**config.mk**
```make
export PLATFORM = sky130hd
export DESIGN_NAME = learning_top
export DESIGN_NICKNAME = d
export VERILOG_FILES = /design/src/logic/note_pkg.sv /design/src/logic/player_pkg.sv /design/src/logic/learning_top.sv /design/src/logic/tone_generator.sv /design/src/logic/tone_arbiter.sv /design/src/logic/song_sequencer.sv /design/src/logic/song_rom.sv /design/src/logic/key_decoder.sv
export SDC_FILE = /design/constraint.sdc
export NUM_CORES = 1
export LEC_CHECK = 0
export BUFFER_PORTS_ARGS = -buffer_cell sky130_fd_sc_hd__buf_2
export CELL_PAD_IN_SITES_DETAIL_PLACEMENT = 1
export CELL_PAD_IN_SITES_GLOBAL_PLACEMENT = 1
export CORE_AREA = 2 2 104 106
export DETAILED_ROUTE_END_ITERATION = 6
export DIE_AREA = 0 0 106 108
export HOLD_SLACK_MARGIN = 0.06
export PLACE_DENSITY = 0.79
export SYNTH_ARGS = -nofsm -noshare
export SYNTH_HDL_FRONTEND = slang
export SYNTH_HIERARCHICAL = 1
export SYNTH_SLANG_ARGS = --single-unit
```
**constraint.sdc**
```tcl
create_clock -name clk -period 5.3 [get_ports clk]
set_input_delay 1.06 -clock clk [delete_from_list [all_inputs] [get_ports clk]]
set_output_delay 1.06 -clock clk [all_outputs]
set_load 0.01 [all_outputs]
```
**src/logic/note_pkg.sv**
```systemverilog
// Pitch definitions
`default_nettype none

package note_pkg;

	typedef logic [4:0] note_t;        // 0 is silence, 1..21 are C3..B5
	typedef logic [7:0] keys_t;        // One-hot keys, bit 0 is C
	typedef logic [1:0] octave_t;
	typedef logic [5:0] half_period_t;

	localparam note_t note_rest = 5'd0;
	localparam int notes_per_octave = 7;

	// Bits 0..6 carry C..B, bit 7 has no key
	localparam keys_t key_mask = 8'h7f;

	// Octave select codes, 3 is not a valid setting
	localparam octave_t oct_4 = 2'd0;
	localparam octave_t oct_3 = 2'd1;
	localparam octave_t oct_5 = 2'd2;

	// Half period in clock cycles, 44 minus the note code
	localparam half_period_t tone_half_period [0:21] = '{
		6'd0,                                             // Silence
		6'd43, 6'd42, 6'd41, 6'd40, 6'd39, 6'd38, 6'd37,  // Octave 3
		6'd36, 6'd35, 6'd34, 6'd33, 6'd32, 6'd31, 6'd30,  // Octave 4
		6'd29, 6'd28, 6'd27, 6'd26, 6'd25, 6'd24, 6'd23   // Octave 5
	};

endpackage

`default_nettype wire
```
**src/logic/player_pkg.sv**
```systemverilog
// Playback definitions
`default_nettype none

package player_pkg;

	import note_pkg::*;

	typedef logic [2:0] mode_t;
	typedef logic [1:0] song_sel_t;
	typedef logic [5:0] step_idx_t;
	typedef logic [7:0] led_t;
	typedef logic [8:0] slot_cnt_t;

	localparam mode_t mode_free = 3'd1;  // Anything else but song is idle
	localparam mode_t mode_song = 3'd5;

	localparam song_sel_t song_twinkle = 2'd0;
	localparam song_sel_t song_ode = 2'd1;

	localparam step_idx_t step_first = 6'd1;

	typedef struct packed {
		note_t note;
		led_t  led;
		logic  half;  // Half-beat slot
	} step_t;

	typedef struct packed {
		logic  valid;
		note_t note;
	} tone_req_t;

	// Slot timing, the note sounds for gap_num/gap_den of its slot
	localparam int beat_cycles = 400;
	localparam int gap_num = 9;
	localparam int gap_den = 10;

	localparam slot_cnt_t full_slot_last = slot_cnt_t'(beat_cycles - 1);
	localparam slot_cnt_t half_slot_last = slot_cnt_t'(beat_cycles / 2 - 1);
	localparam slot_cnt_t full_sound = slot_cnt_t'(beat_cycles * gap_num / gap_den);
	localparam slot_cnt_t half_sound = slot_cnt_t'(beat_cycles / 2 * gap_num / gap_den);

endpackage

`default_nettype wire

```
**src/logic/learning_top.sv**
```systemverilog
// Note player top level
`default_nettype none

module learning_top
	import note_pkg::*;
	import player_pkg::*;
(
	input  wire            clk,
	input  wire            reset,
	input  wire keys_t     keys,
	input  wire octave_t   octave,
	input  wire mode_t     mode,
	input  wire song_sel_t song,
	output wire            speaker,
	output wire led_t      led
);

	tone_req_t key_req;
	tone_req_t song_req;
	tone_req_t grant_req;
	step_t     step;
	step_idx_t length;
	step_idx_t idx;
	logic      play_en;

	key_decoder key_decoder_i (
		.clk(clk), .reset(reset), .keys(keys), .octave(octave), .req(key_req)
	);

	song_rom song_rom_i (
		.song(song), .idx(idx), .step(step), .length(length)
	);

	song_sequencer song_sequencer_i (
		.clk(clk), .reset(reset), .play_en(play_en), .song(song), .step(step),
		.length(length), .idx(idx), .req(song_req), .led(led)
	);

	tone_arbiter tone_arbiter_i (
		.clk(clk), .reset(reset), .mode(mode), .key_req(key_req), .song_req(song_req),
		.play_en(play_en), .grant_req(grant_req)
	);

	tone_generator tone_generator_i (
		.clk(clk), .reset(reset), .req(grant_req), .speaker(speaker)
	);

endmodule

`default_nettype wire

```
**src/logic/tone_generator.sv**
```systemverilog
// Square wave tone generator
`default_nettype none

module tone_generator
	import note_pkg::*;
	import player_pkg::*;
(
	input  wire            clk,
	input  wire            reset,
	input  wire tone_req_t req,
	output logic           speaker
);

	note_t        cur_note;
	half_period_t cnt;
	half_period_t half_last;

	assign half_last = tone_half_period[req.note] - 6'd1;

	always_ff @(posedge clk) begin
		if (reset) begin
			speaker <= 1'b0;
			cnt <= '0;
			cur_note <= note_rest;
		end else if (!req.valid) begin
			speaker <= 1'b0;  // Silent
			cnt <= '0;
			cur_note <= note_rest;
		end else if (req.note != cur_note) begin
			cur_note <= req.note;
			cnt <= half_last;  // First rise on the next cycle
			speaker <= 1'b0;
		end else if (cnt == half_last) begin
			cnt <= '0;
			speaker <= ~speaker;
		end else begin
			cnt <= cnt + 6'd1;
		end
	end

	// Neither source may request a rest as a valid note
	a_no_rest_note: assert property (@(posedge clk) disable iff (reset)
		req.valid |-> req.note != note_rest)
		else $error("valid tone request with note 0");

endmodule

`default_nettype wire

```
**src/logic/tone_arbiter.sv**
```systemverilog
// Tone source arbiter
`default_nettype none

module tone_arbiter
	import player_pkg::*;
(
	input  wire            clk,
	input  wire            reset,
	input  wire mode_t     mode,
	input  wire tone_req_t key_req,
	input  wire tone_req_t song_req,
	output logic           play_en,
	output tone_req_t      grant_req
);

	tone_req_t sel_req;

	always_comb begin
		case (mode)
			mode_free: sel_req = key_req;
			mode_song: sel_req = song_req;
			default:   sel_req = '0;  // Idle
		endcase
	end

	always_ff @(posedge clk) begin
		if (reset) begin
			play_en <= 1'b0;
			grant_req <= '0;
		end else begin
			play_en <= mode == mode_song;
			grant_req <= sel_req;
		end
	end

	// Idle mode silences the generator on the next cycle
	a_idle_silent: assert property (@(posedge clk) disable iff (reset)
		mode != mode_free && mode != mode_song |=> !grant_req.valid)
		else $error("tone granted after idle mode");

endmodule

`default_nettype wire

```
**src/logic/song_sequencer.sv**
```systemverilog
// Song step sequencer
`default_nettype none

module song_sequencer
	import note_pkg::*;
	import player_pkg::*;
(
	input  wire            clk,
	input  wire            reset,
	input  wire            play_en,
	input  wire song_sel_t song,
	input  wire step_t     step,
	input  wire step_idx_t length,
	output step_idx_t      idx,
	output tone_req_t      req,
	output led_t           led
);

	slot_cnt_t slot_cnt;
	slot_cnt_t slot_last;
	slot_cnt_t sound_len;
	song_sel_t last_song;
	logic      restart;
	logic      slot_end;

	always_comb begin
		restart = !play_en || song != last_song;  // Back to step 1
		slot_last = step.half ? half_slot_last : full_slot_last;
		sound_len = step.half ? half_sound : full_sound;
		slot_end = slot_cnt == slot_last;
	end

	always_ff @(posedge clk) begin
		if (reset) begin
			slot_cnt <= '0;
			idx <= step_first;
			last_song <= song_twinkle;
			req <= '0;
			led <= '0;
		end else begin
			last_song <= song;
			led <= play_en ? step.led : '0;
			req.valid <= !restart && step.note != note_rest && slot_cnt < sound_len;
			req.note <= step.note;
			if (restart) begin
				slot_cnt <= '0;
				idx <= step_first;
			end else if (slot_end) begin
				slot_cnt <= '0;
				idx <= (idx >= length) ? step_first : idx + 6'd1;  // Wrap after last step
			end else begin
				slot_cnt <= slot_cnt + 9'd1;
			end
		end
	end

	// Index stays inside the song the ROM reports
	a_idx_in_song: assert property (@(posedge clk) disable iff (reset)
		play_en && song == last_song && length != '0 |-> idx <= length)
		else $error("step index %0d beyond song length %0d", idx, length);

endmodule

`default_nettype wire

```
**src/logic/song_rom.sv**
```systemverilog
// Melody tables
`default_nettype none

module song_rom
	import note_pkg::*;
	import player_pkg::*;
(
	input  wire song_sel_t song,
	input  wire step_idx_t idx,
	output step_t          step,
	output step_idx_t      length
);

	note_t twinkle_notes [1:48];
	note_t ode_notes [1:62];

	// Steps are numbered from 1, one row per bar or so
	assign twinkle_notes = '{
		8,  8,  12, 12, 13, 13, 12, 0,
		11, 11, 10, 10, 9,  9,  8,  0,
		12, 12, 11, 11, 10, 10, 9,  0,
		12, 12, 11, 11, 10, 10, 9,  0,
		8,  8,  12, 12, 13, 13, 12, 0,
		11, 11, 10, 10, 9,  9,  8,  0
	};

	assign ode_notes = '{
		10, 10, 11, 12, 12, 11, 10, 9,
		8,  8,  9,  10, 10, 9,  9,  10,
		10, 11, 12, 12, 11, 10, 9,  8,
		8,  9,  10, 9,  8,  8,  9,  9,
		10, 8,  9,  10, 11, 10, 8,  9,
		10, 11, 10, 9,  8,  9,  5,  10,
		10, 11, 12, 12, 11, 10, 9,  8,
		8,  9,  10, 9,  8,  8
	};

	// LED lights the key of the note, all off for a rest
	function automatic led_t key_led(note_t n);
		led_t l;
		l = '0;
		if (n != note_rest)
			l[(n - 5'd1) % notes_per_octave] = 1'b1;
		return l;
	endfunction

	always_comb begin
		step = '0;
		length = '0;
		case (song)
			song_twinkle: begin
				length = step_idx_t'($size(twinkle_notes));
				if (idx >= step_first && idx <= length)
					step.note = twinkle_notes[idx];
			end
			song_ode: begin
				length = step_idx_t'($size(ode_notes));
				if (idx >= step_first && idx <= length) begin
					step.note = ode_notes[idx];
					step.half = idx inside {6'd14, 6'd29, 6'd36, 6'd37, 6'd41, 6'd42, 6'd61};
				end
			end
			default: ;  // Silent song, length 0
		endcase
		step.led = key_led(step.note);
	end

endmodule

`default_nettype wire

```
**src/logic/key_decoder.sv**
```systemverilog
// Keyboard note decoder
`default_nettype none

module key_decoder
	import note_pkg::*;
	import player_pkg::*;
(
	input  wire          clk,
	input  wire          reset,
	input  wire keys_t   keys,
	input  wire octave_t octave,
	output tone_req_t    req
);

	logic       keys_ok;
	logic       octave_ok;
	logic [2:0] key_pos;
	note_t      base;

	always_comb begin
		// Exactly one of the seven keys
		keys_ok = (keys & ~key_mask) == '0 && keys != '0 && (keys & (keys - 8'd1)) == '0;
		key_pos = '0;
		for (int i = 0; i < notes_per_octave; i++) begin
			if (keys[i])
				key_pos = 3'(i);
		end
		octave_ok = 1'b1;
		case (octave)
			oct_3: base = '0;
			oct_4: base = note_t'(notes_per_octave);
			oct_5: base = note_t'(2 * notes_per_octave);
			default: begin
				base = '0;
				octave_ok = 1'b0;
			end
		endcase
	end

	always_ff @(posedge clk) begin
		if (reset) begin
			req <= '0;
		end else begin
			req.valid <= keys_ok && octave_ok;
			req.note <= (keys_ok && octave_ok) ? base + note_t'(key_pos) + 5'd1 : note_rest;
		end
	end

endmodule

`default_nettype wire

```
==> key figures, run 1 <==
STA
  • Setup Viol. Count Final: 0
  • Period utilization: 93.1%
  • Slew HR: 56.0%
  • RSZ-0062 raised after global routing: no
  • Max Freq: between 200 and 250 MHz
  • Hold Fails Final Rpt: 0
  • Tmin final: just under 5 ns
  • Final max-slew violation count: 0
  • Final TNS setup: 0 ns
  • Least-Margin Pin Slew: roughly 0.66 ns
  • Setup ws final: between 0.3 and 0.4 ns
  • Post-Route Skew: around 0.0096 ns

Routing
  • DRC: 0
  • Final wirelength: roughly 11 mm
  • Vias/cell: 5.69
  • ANT nets after route: 0
  • Detailed Route Iter0 Violations: approximately 120
  • Via count: between 3k and 4k
  • First-pass DRT Iterations: 7
  • Routed length per placed instance: ~16 um

Logic synthesis
  • Cell taking the most area after synthesis: dfxtp_1
  • Post-synthesis cell count: approximately 500
  • Synth top area cells: dfxtp_1, ha_1, nor2_1
  • Avg Cell Area, Syn: roughly 8.6 um^2
  • Post-synth top area share: around a quarter
  • Synth Cell Area: 0.00438 mm^2
  • Post-synth EDFFs: 0
  • Synth cell types: 93
  • Most frequent cell after synthesis: dfxtp_1
  • Post-synthesis register bit count: 56
  • Ys flop type: dfxtp_1
  • Ys async rst share: 0%
  • Synth top cells by count: dfxtp_1, nor2_1, ha_1, inv_1, nand3_1
  • Seq/Total Area, Yosys: 25.6%
  • Yosys warns: 6

Global routing
  • Largest net degree at the start of global routing: 20
  • Tot GR Track Use: between 10% and 20%
  • Grt ovf: 0
  • Vias in the first global route: between 3k and 4k
  • First-pass GRT wire length: about 18 mm
  • Initial antenna violation count: 0

Placed design
  • PortBufs: 25
  • Post-Place Setup Slack: about 0.23 ns
  • DPL Wire Length: between 8 and 9 mm
  • Gpl congestion: ~0.90

Floorplanning
  • Die width: roughly 110 um
  • Die Area: 0.0114 mm^2
  • Core Footprint: roughly 0.010 mm^2
  • FP Rows: 37
  • Top-Level Pins: 26
  • Initial Utilization: approximately 43%
  • Die height: 108 um

Power and ir drop
  • P_sw: ~0.23 mW
  • Clock share of power: 31.4%
  • Sw Share: around 28%
  • Pwr Density: ~170 mW/mm^2
  • Leakage power: between 1.5 and 2 nW
  • Internal power: ~0.57 mW
  • Worst VDD drop: ~0.13 mV
  • Sequential Power Share: between 50% and 60%
  • Final Power: 0.796 mW
  • Combinational share of power: between 10% and 20%

Clock tree
  • CTS tree: built
  • TritonCTS buffer count: 5
  • Setup Buffers After CTS: 0
  • Clock buffer depth: 2
  • CTS HTree Levels: 2
  • Worst-Skew Late Latency: 0.32 ns
  • Root buf cell: clkbuf_8
  • Cts hold-fix bufs: 0
  • Clock tree sinks: 56
  • Clock-pin transition on the worst setup and hold timing paths: 0.11 ns

Job
  • Max Cap Violations: 0

Setup path
  • Max FO, Critical Path: 5
  • Worst setup SP type: flip-flop
  • WP data arrival: 5.20 ns
  • R2R depth: 21
  • Worst path required time: 5.57 ns
  • Worst setup EP type: flip-flop
  • Setup Crit Path Kind: reg -> reg

Status
  • Status: finished, final reports clean

Cells and area
  • Layout cells sized above 1: roughly 17%
  • Nets: around 580
  • Area Overhead vs Synth: 7.37%
  • N_diodes: 0

Worst hold path
  • Hold depth: 2
  • Hold/Removal Path Class: reg -> reg
## what timing repair did
| item | 4_1_cts | 5_1_grt |
|---|---|---|
| setup endpoints to repair | 0 | 8 |
| resized for setup | 0 | 1 |
| endpoints found under the hold margin | 0 | 0 |
## cell usage in the layout (no fill, tap or decap), drive strengths merged, types with 3 or more instances in the layout
cell and n:
xnor2 15, dfxtp 56, nor4 5, a211oi 8
a21oi 21, nand3 26, buf 35, nand2b 11
o21ai 18, xor2 13, clkbuf 5, a22oi 4
o21a 6, ha 32, and3 10, o32ai 6
nor3b 7, clkinv 3, and2 16, o31ai 5
o22ai 4, or2 5, nor2b 16, nand4 6
inv 33, nand4b 3, nand2 24, nor2 50
mux2i 11, a221oi 3, o311ai 3, a21o 7
nor3 14, o211ai 5
## cells by family (layout without fill, tap and decap cells)
| family | Yosys count | after routing | share of synthesized area, % |
|---|---|---|---|
| AND/OR/NAND/NOR | 206 | 206 | 27.9 |
| AO/OA/AOI/OAI | 110 | 110 | 20.7 |
| buffers and inverters | 58 | 77 | 6.49 |
| flip-flops | 56 | 56 | 25.6 |
| adder cells (fa/ha/maj) | 33 | 33 | 9.60 |
| XOR/XNOR | 29 | 29 | 6.11 |
| multiplexers | 14 | 14 | 3.54 |
| other | 1 | 2 | 0.0856 |
## final cells by class
| class | instances | area (um^2) |
|---|---|---|
| clock buffers | 5 | 68.8 |
| clock inverters | 3 | 27.5 |
| fillers | 1216 | 5530 |
| inverters | 34 | 129 |
| multi-input cells | 394 | 2980 |
| flip-flops and latches | 56 | 1120 |
| well taps | 136 | 170 |
| repair buffers | 35 | 200 |
## layer usage
layer	vias to the layer above	part of all wire (%)	wire [um]	global-route usage (%)
li1	1850	-	-	-
met1	1841	45	4790	23.6
met2	67	51	5440	34.7
met3	12	3.4	363	2.59
met4	0	1.1	119	4.70
met5	-	0	0	0
## power groups by stage
stage | Combinational, mW | Sequential (mW) | Clock, mW
after floorplan | 0.0915 | 0.434 | 0
after global placement | 0.116 | 0.435 | 0
after detailed placement | 0.121 | 0.435 | 0
after CTS | 0.122 | 0.425 | 0.258
after global routing | 0.134 | 0.426 | 0.272
final | 0.122 | 0.425 | 0.250
## per-stage QoR
stage | utilization, % | instance area [um^2] | cells | hold WS (ns)
global route | 46.0 | 4700 | 663 | 0.515
CTS | 45.9 | 4700 | 663 | 0.496
detailed placement | 45.0 | 4600 | 655 | 0.473
finish | 46.0 | 4700 | 663 | 0.494
floorplan | - | 4390 | 508 | 0.437
global placement | 45.0 | 4600 | 655 | 0.447
## worst max-delay path: stages (launching register included)
cell      delay (ns)
dfxtp_1         0.35
inv_1           0.11
ha_1            0.38
clkinv_1        0.13
mux4_2          0.51
nor3_4          0.16
nor3b_4         0.10
a21oi_2         0.19
ha_1            0.23
o21ai_0         0.10
o31a_1          0.28
ha_1            0.24
inv_1           0.15
nor2_1          0.05
and4_1          0.25
nor4_4          0.26
xnor2_1         0.21
ha_2            0.27
a32o_2          0.22
mux2_2          0.37
nor3_1          0.17
and2_1          0.15
## flip-flops by register name, indices dropped and copies added, names as in the netlist
register                    cells
key_decoder_i/req               6
song_sequencer_i/last_song      2
tone_arbiter_i/grant_req        6
song_sequencer_i/idx            6
song_sequencer_i/slot_cnt       9
song_sequencer_i/req            6
song_sequencer_i/led            8
tone_generator_i/cnt            6
tone_generator_i/cur_note       5
tone_arbiter_i/play_en          1
tone_generator_i/speaker        1
## path summary, 6_finish.rpt
kind / to / start / slack [ns]
max: song_sequencer_i/led[1] / song_sequencer_i/idx[1] / 0.37
min: tone_arbiter_i/grant_req[0] / key_decoder_i/req[0] / 0.49
max reg2reg: song_sequencer_i/led[1] / song_sequencer_i/idx[1] / 0.37
min reg2reg: tone_arbiter_i/grant_req[0] / key_decoder_i/req[0] / 0.49
Power figures use the tool's default switching activity.
==> inputs of run 2 (changes only) <==
--- a/config.mk
+++ b/config.mk
@@ -8,12 +8,11 @@
 export BUFFER_PORTS_ARGS = -buffer_cell sky130_fd_sc_hd__buf_2
 export CELL_PAD_IN_SITES_DETAIL_PLACEMENT = 1
 export CELL_PAD_IN_SITES_GLOBAL_PLACEMENT = 1
-export CORE_AREA = 2 2 104 106
+export CORE_AREA = 2 2 101 103
 export DETAILED_ROUTE_END_ITERATION = 6
-export DIE_AREA = 0 0 106 108
+export DIE_AREA = 0 0 103 105
 export HOLD_SLACK_MARGIN = 0.06
-export PLACE_DENSITY = 0.79
+export PLACE_DENSITY = 0.78
 export SYNTH_ARGS = -nofsm -noshare
 export SYNTH_HDL_FRONTEND = slang
-export SYNTH_HIERARCHICAL = 1
 export SYNTH_SLANG_ARGS = --single-unit
==> key figures, run 2 <==
Status
  • Status: finished, final reports clean (unchanged)

Cells and area
  • Multi-input logic area: 0.00269 mm^2 (was 0.00298 mm^2)
  • Layout cells sized above 1: 15.1% (was 17.5%)
  • Most frequent cells in the layout: nor2_1, dfxtp_1, ha_1 (was dfxtp_1, nor2_1, ha_1)
  • Largest registers: song_sequencer_i.slot_cnt: 9 flops, song_sequencer_i.led: 8 flops (was song_sequencer_i/slot_cnt: 9 flops, song_sequencer_i/led: 8 flops)
  • N_diodes: 0 (unchanged)
  • Fillers: 1,207 (was 1,216)
  • Register name with the most flops: song_sequencer_i.slot_cnt (was song_sequencer_i/slot_cnt)
  • Area Overhead vs Synth: 8.58% (was 7.37%)
  • Final core occ: 45.3% (was 46.0%)
  • Nets: 553 (was 576)
  • Post-route cell area: 0.00437 mm^2 (was 0.00470 mm^2)
  • Register Area: 0.00110 mm^2 (was 0.00112 mm^2)
  • Most common cell after layout, fill and taps aside: nor2_1 (was dfxtp_1)
  • Max FFs per register: 9 (unchanged)

STA
  • Setup Viol. Count Final: 0 (unchanged)
  • RSZ-0062 raised after global routing: no (unchanged)
  • Max Freq: 204 MHz (was 203 MHz)
  • Post-Route Skew: 0.0127 ns (was 0.00961 ns)
  • Final TNS setup: 0 ns (unchanged)
  • Hold Fails Final Rpt: 0 (unchanged)
  • Final hold slack: 0.458 ns (was 0.494 ns)
  • Slew HR: 25.7% (was 56.0%)
  • Period utilization: 92.6% (was 93.1%)
  • Least-Margin Pin Slew: 1.10 ns (was 0.659 ns)
  • Tmin final: 4.91 ns (was 4.93 ns)
  • Final max-slew violation count: 0 (unchanged)

Routing
  • ANT nets after route: 0 (unchanged)
  • Routed length per placed instance: 15.1 um (was 16.2 um)
  • Vias/cell: 5.35 (was 5.69)
  • Detailed Route Iter0 Violations: 101 (was 116)
  • First-pass DRT Iterations: 4 (was 7)
  • DRC: 0 (unchanged)
  • Final wirelength: 9.60 mm (was 10.7 mm)
  • Via count: 3,401 (was 3,770)

Logic synthesis
  • Avg Cell Area, Syn: 8.39 um^2 (was 8.64 um^2)
  • Post-synthesis cell count: 480 (was 507)
  • Ys flop type: dfxtp_1 (unchanged)
  • Yosys warns: 0 (was 6)
  • Syn nets: roughly 530
  • Most frequent cell after synthesis: nor2_1 (was dfxtp_1)
  • Ys async rst share: 0% (unchanged)
  • Synth top area cells: dfxtp_1, ha_1, nor2_1 (unchanged)
  • Synth top cells by count: nor2_1, dfxtp_1, ha_1, nand2_1, a21oi_1 (was dfxtp_1, nor2_1, ha_1, inv_1, nand3_1)
  • Post-synthesis register bit count: 55 (was 56)
  • Seq/Total Area, Yosys: 27.4% (was 25.6%)
  • Cell taking the most area after synthesis: dfxtp_1 (unchanged)
  • Synth Cell Area: 0.00403 mm^2 (was 0.00438 mm^2)
  • Post-synth top area share: 27.4% (was 25.6%)
  • Post-synth EDFFs: 0 (unchanged)
  • Synth cell types: 76 (was 93)

Clock tree
  • Clock buffer depth: 2 (unchanged)
  • Clock-pin transition on the worst setup and hold timing paths: 0.10 ns (was 0.11 ns)
  • Clock tree sinks: 55 (was 56)
  • Cts hold-fix bufs: 0 (unchanged)
  • Worst-Skew Late Latency: 0.32 ns (about the same)
  • TritonCTS buffer count: 5 (unchanged)
  • CTS HTree Levels: 2 (unchanged)
  • CTS tree: built (unchanged)
  • Root buf cell: clkbuf_8 (unchanged)

Setup path
  • Worst setup path start: song_sequencer_i.idx[0] (was song_sequencer_i/idx[1])
  • Worst setup SP type: flip-flop (unchanged)
  • Max FO, Critical Path: 6 (was 5)
  • Worst setup EP type: flip-flop (unchanged)
  • Worst path required time: 5.52 ns (was 5.57 ns)
  • Setup Crit Path Kind: reg -> reg (unchanged)
  • R2r startpoint: song_sequencer_i.idx[0] (was song_sequencer_i/idx[1])
  • WP data arrival: 5.12 ns (was 5.20 ns)

Floorplanning
  • Die height: 105 um (was 108 um)
  • Top-Level Pins: 26 (unchanged)
  • Die width: 103 um (was 106 um)
  • Core Footprint: 0.00964 mm^2 (was 0.0102 mm^2)
  • FP Rows: 36 (was 37)
  • Initial Utilization: 41.8% (was 42.8%)
  • Die Area: 0.0108 mm^2 (was 0.0114 mm^2)

Placed design
  • PortBufs: 25 (unchanged)
  • DPL Wire Length: 7.54 mm (was 8.37 mm)
  • Placement Cell Area: 0.00426 mm^2 (was 0.00460 mm^2)
  • Gpl congestion: 0.894 (was 0.902)

Power and ir drop
  • Pwr Density: 181 mW/mm^2 (was 169 mW/mm^2)
  • Worst VDD drop: 0.147 mV (was 0.127 mV)
  • Leakage power: 1.78 nW (was 1.87 nW)

Worst hold path
  • Hold Startpoint: song_sequencer_i.slot_cnt[0] (was key_decoder_i/req[0])
  • Hold/Removal Path Class: reg -> reg (unchanged)

Global routing
  • First-pass GRT wire length: 16.8 mm (was 18.1 mm)
  • Grt ovf: 0 (unchanged)
  • Tot GR Track Use: 19.1% (was 19.0%)
  • Initial antenna violation count: 0 (unchanged)
  • Largest net degree at the start of global routing: 20 (unchanged)
  • Vias in the first global route: 3,497 (was 3,838)

Job
  • Max Cap Violations: 0 (unchanged)
-- run 2: path summary, 6_finish.rpt --
| path | endpoint | slack [ns] | cells past startpoint |
|---|---|---|---|
| worst max register to register | song_sequencer_i.led[7] | 0.39 | 23 |
| worst min register to register | song_sequencer_i.slot_cnt[0] | 0.46 | 1 |
| worst max-delay path | song_sequencer_i.led[7] | 0.39 | 23 |
| worst min-delay path | song_sequencer_i.slot_cnt[0] | 0.46 | 1 |
-- run 2: area by class of cell --
cell class / instances / share of cell area, %
flip-flops and latches: 55 / 25.2
inverters: 24 / 2.06
clock buffers: 5 / 1.57
repair buffers: 39 / 5.27
well taps: 133 / 3.81
clock inverters: 3 / 0.630
multi-input cells: 377 / 61.5
-- run 2: cells by family (layout without fill, tap and decap cells) --
| logic type | Yosys count | after routing | synth area share, % |
|---|---|---|---|
| adder cells (fa/ha/maj) | 35 | 35 | 11.0 |
| flip-flops | 55 | 55 | 27.4 |
| multiplexers | 15 | 15 | 4.82 |
| AND/OR/NAND/NOR | 193 | 193 | 24.5 |
| AO/OA/AOI/OAI | 99 | 99 | 18.4 |
| XOR/XNOR | 35 | 35 | 7.62 |
| buffers and inverters | 48 | 71 | 6.28 |
-- run 2: worst max-delay path, cell delays in order (launching register included) --
cell	delay, ns
dfxtp_1	0.34
inv_1	0.10
ha_1	0.41
nor2b_1	0.19
nor3_1	0.17
a211oi_1	0.09
or3_1	0.42
o22a_1	0.23
ha_1	0.22
inv_1	0.11
a221o_1	0.17
a21oi_1	0.06
or2_2	0.31
ha_1	0.19
nor2b_1	0.16
mux2i_4	0.19
o221a_4	0.24
xnor2_2	0.13
ha_2	0.25
o211ai_1	0.16
o2bb2ai_4	0.21
mux2_4	0.32
nand2_1	0.09
nor2_1	0.04
-- run 2: power by group --
part / internal (mW) / switching (mW)
Combinational: 0.0566 / 0.0718
Sequential: 0.417 / 0.00129
Clock: 0.0973 / 0.150
Total: 0.570 / 0.223
-- run 2: repair_timing --
action                                  in CTS  in global routing
endpoints found under the setup margin       0                  8
buffers inserted                             0                  0
gates resized for setup                      0                  3
-- run 2: per-layer routing --
| metal | wire (um) | part of all wire, % | up-vias | global-route usage [%] |
|---|---|---|---|---|
| li1 | - | - | 1715 | - |
| met1 | 4510 | 47 | 1650 | 25.5 |
| met2 | 4770 | 50 | 25 | 31.6 |
| met3 | 214 | 2.2 | 11 | 3.48 |
| met4 | 112 | 1.2 | 0 | 4.61 |
| met5 | 0 | 0 | - | 0 |
-- run 2: per-stage QoR --
step           power [mW]  std cells  worst slack (ns)
3_5_place_dp        0.554        628            0.0119
5_1_grt             0.836        636            0.0679
6_report            0.793        636             0.392
2_1_floorplan       0.525        480             0.191
4_1_cts             0.799        636             0.328
3_3_place_gp        0.548        628             0.206
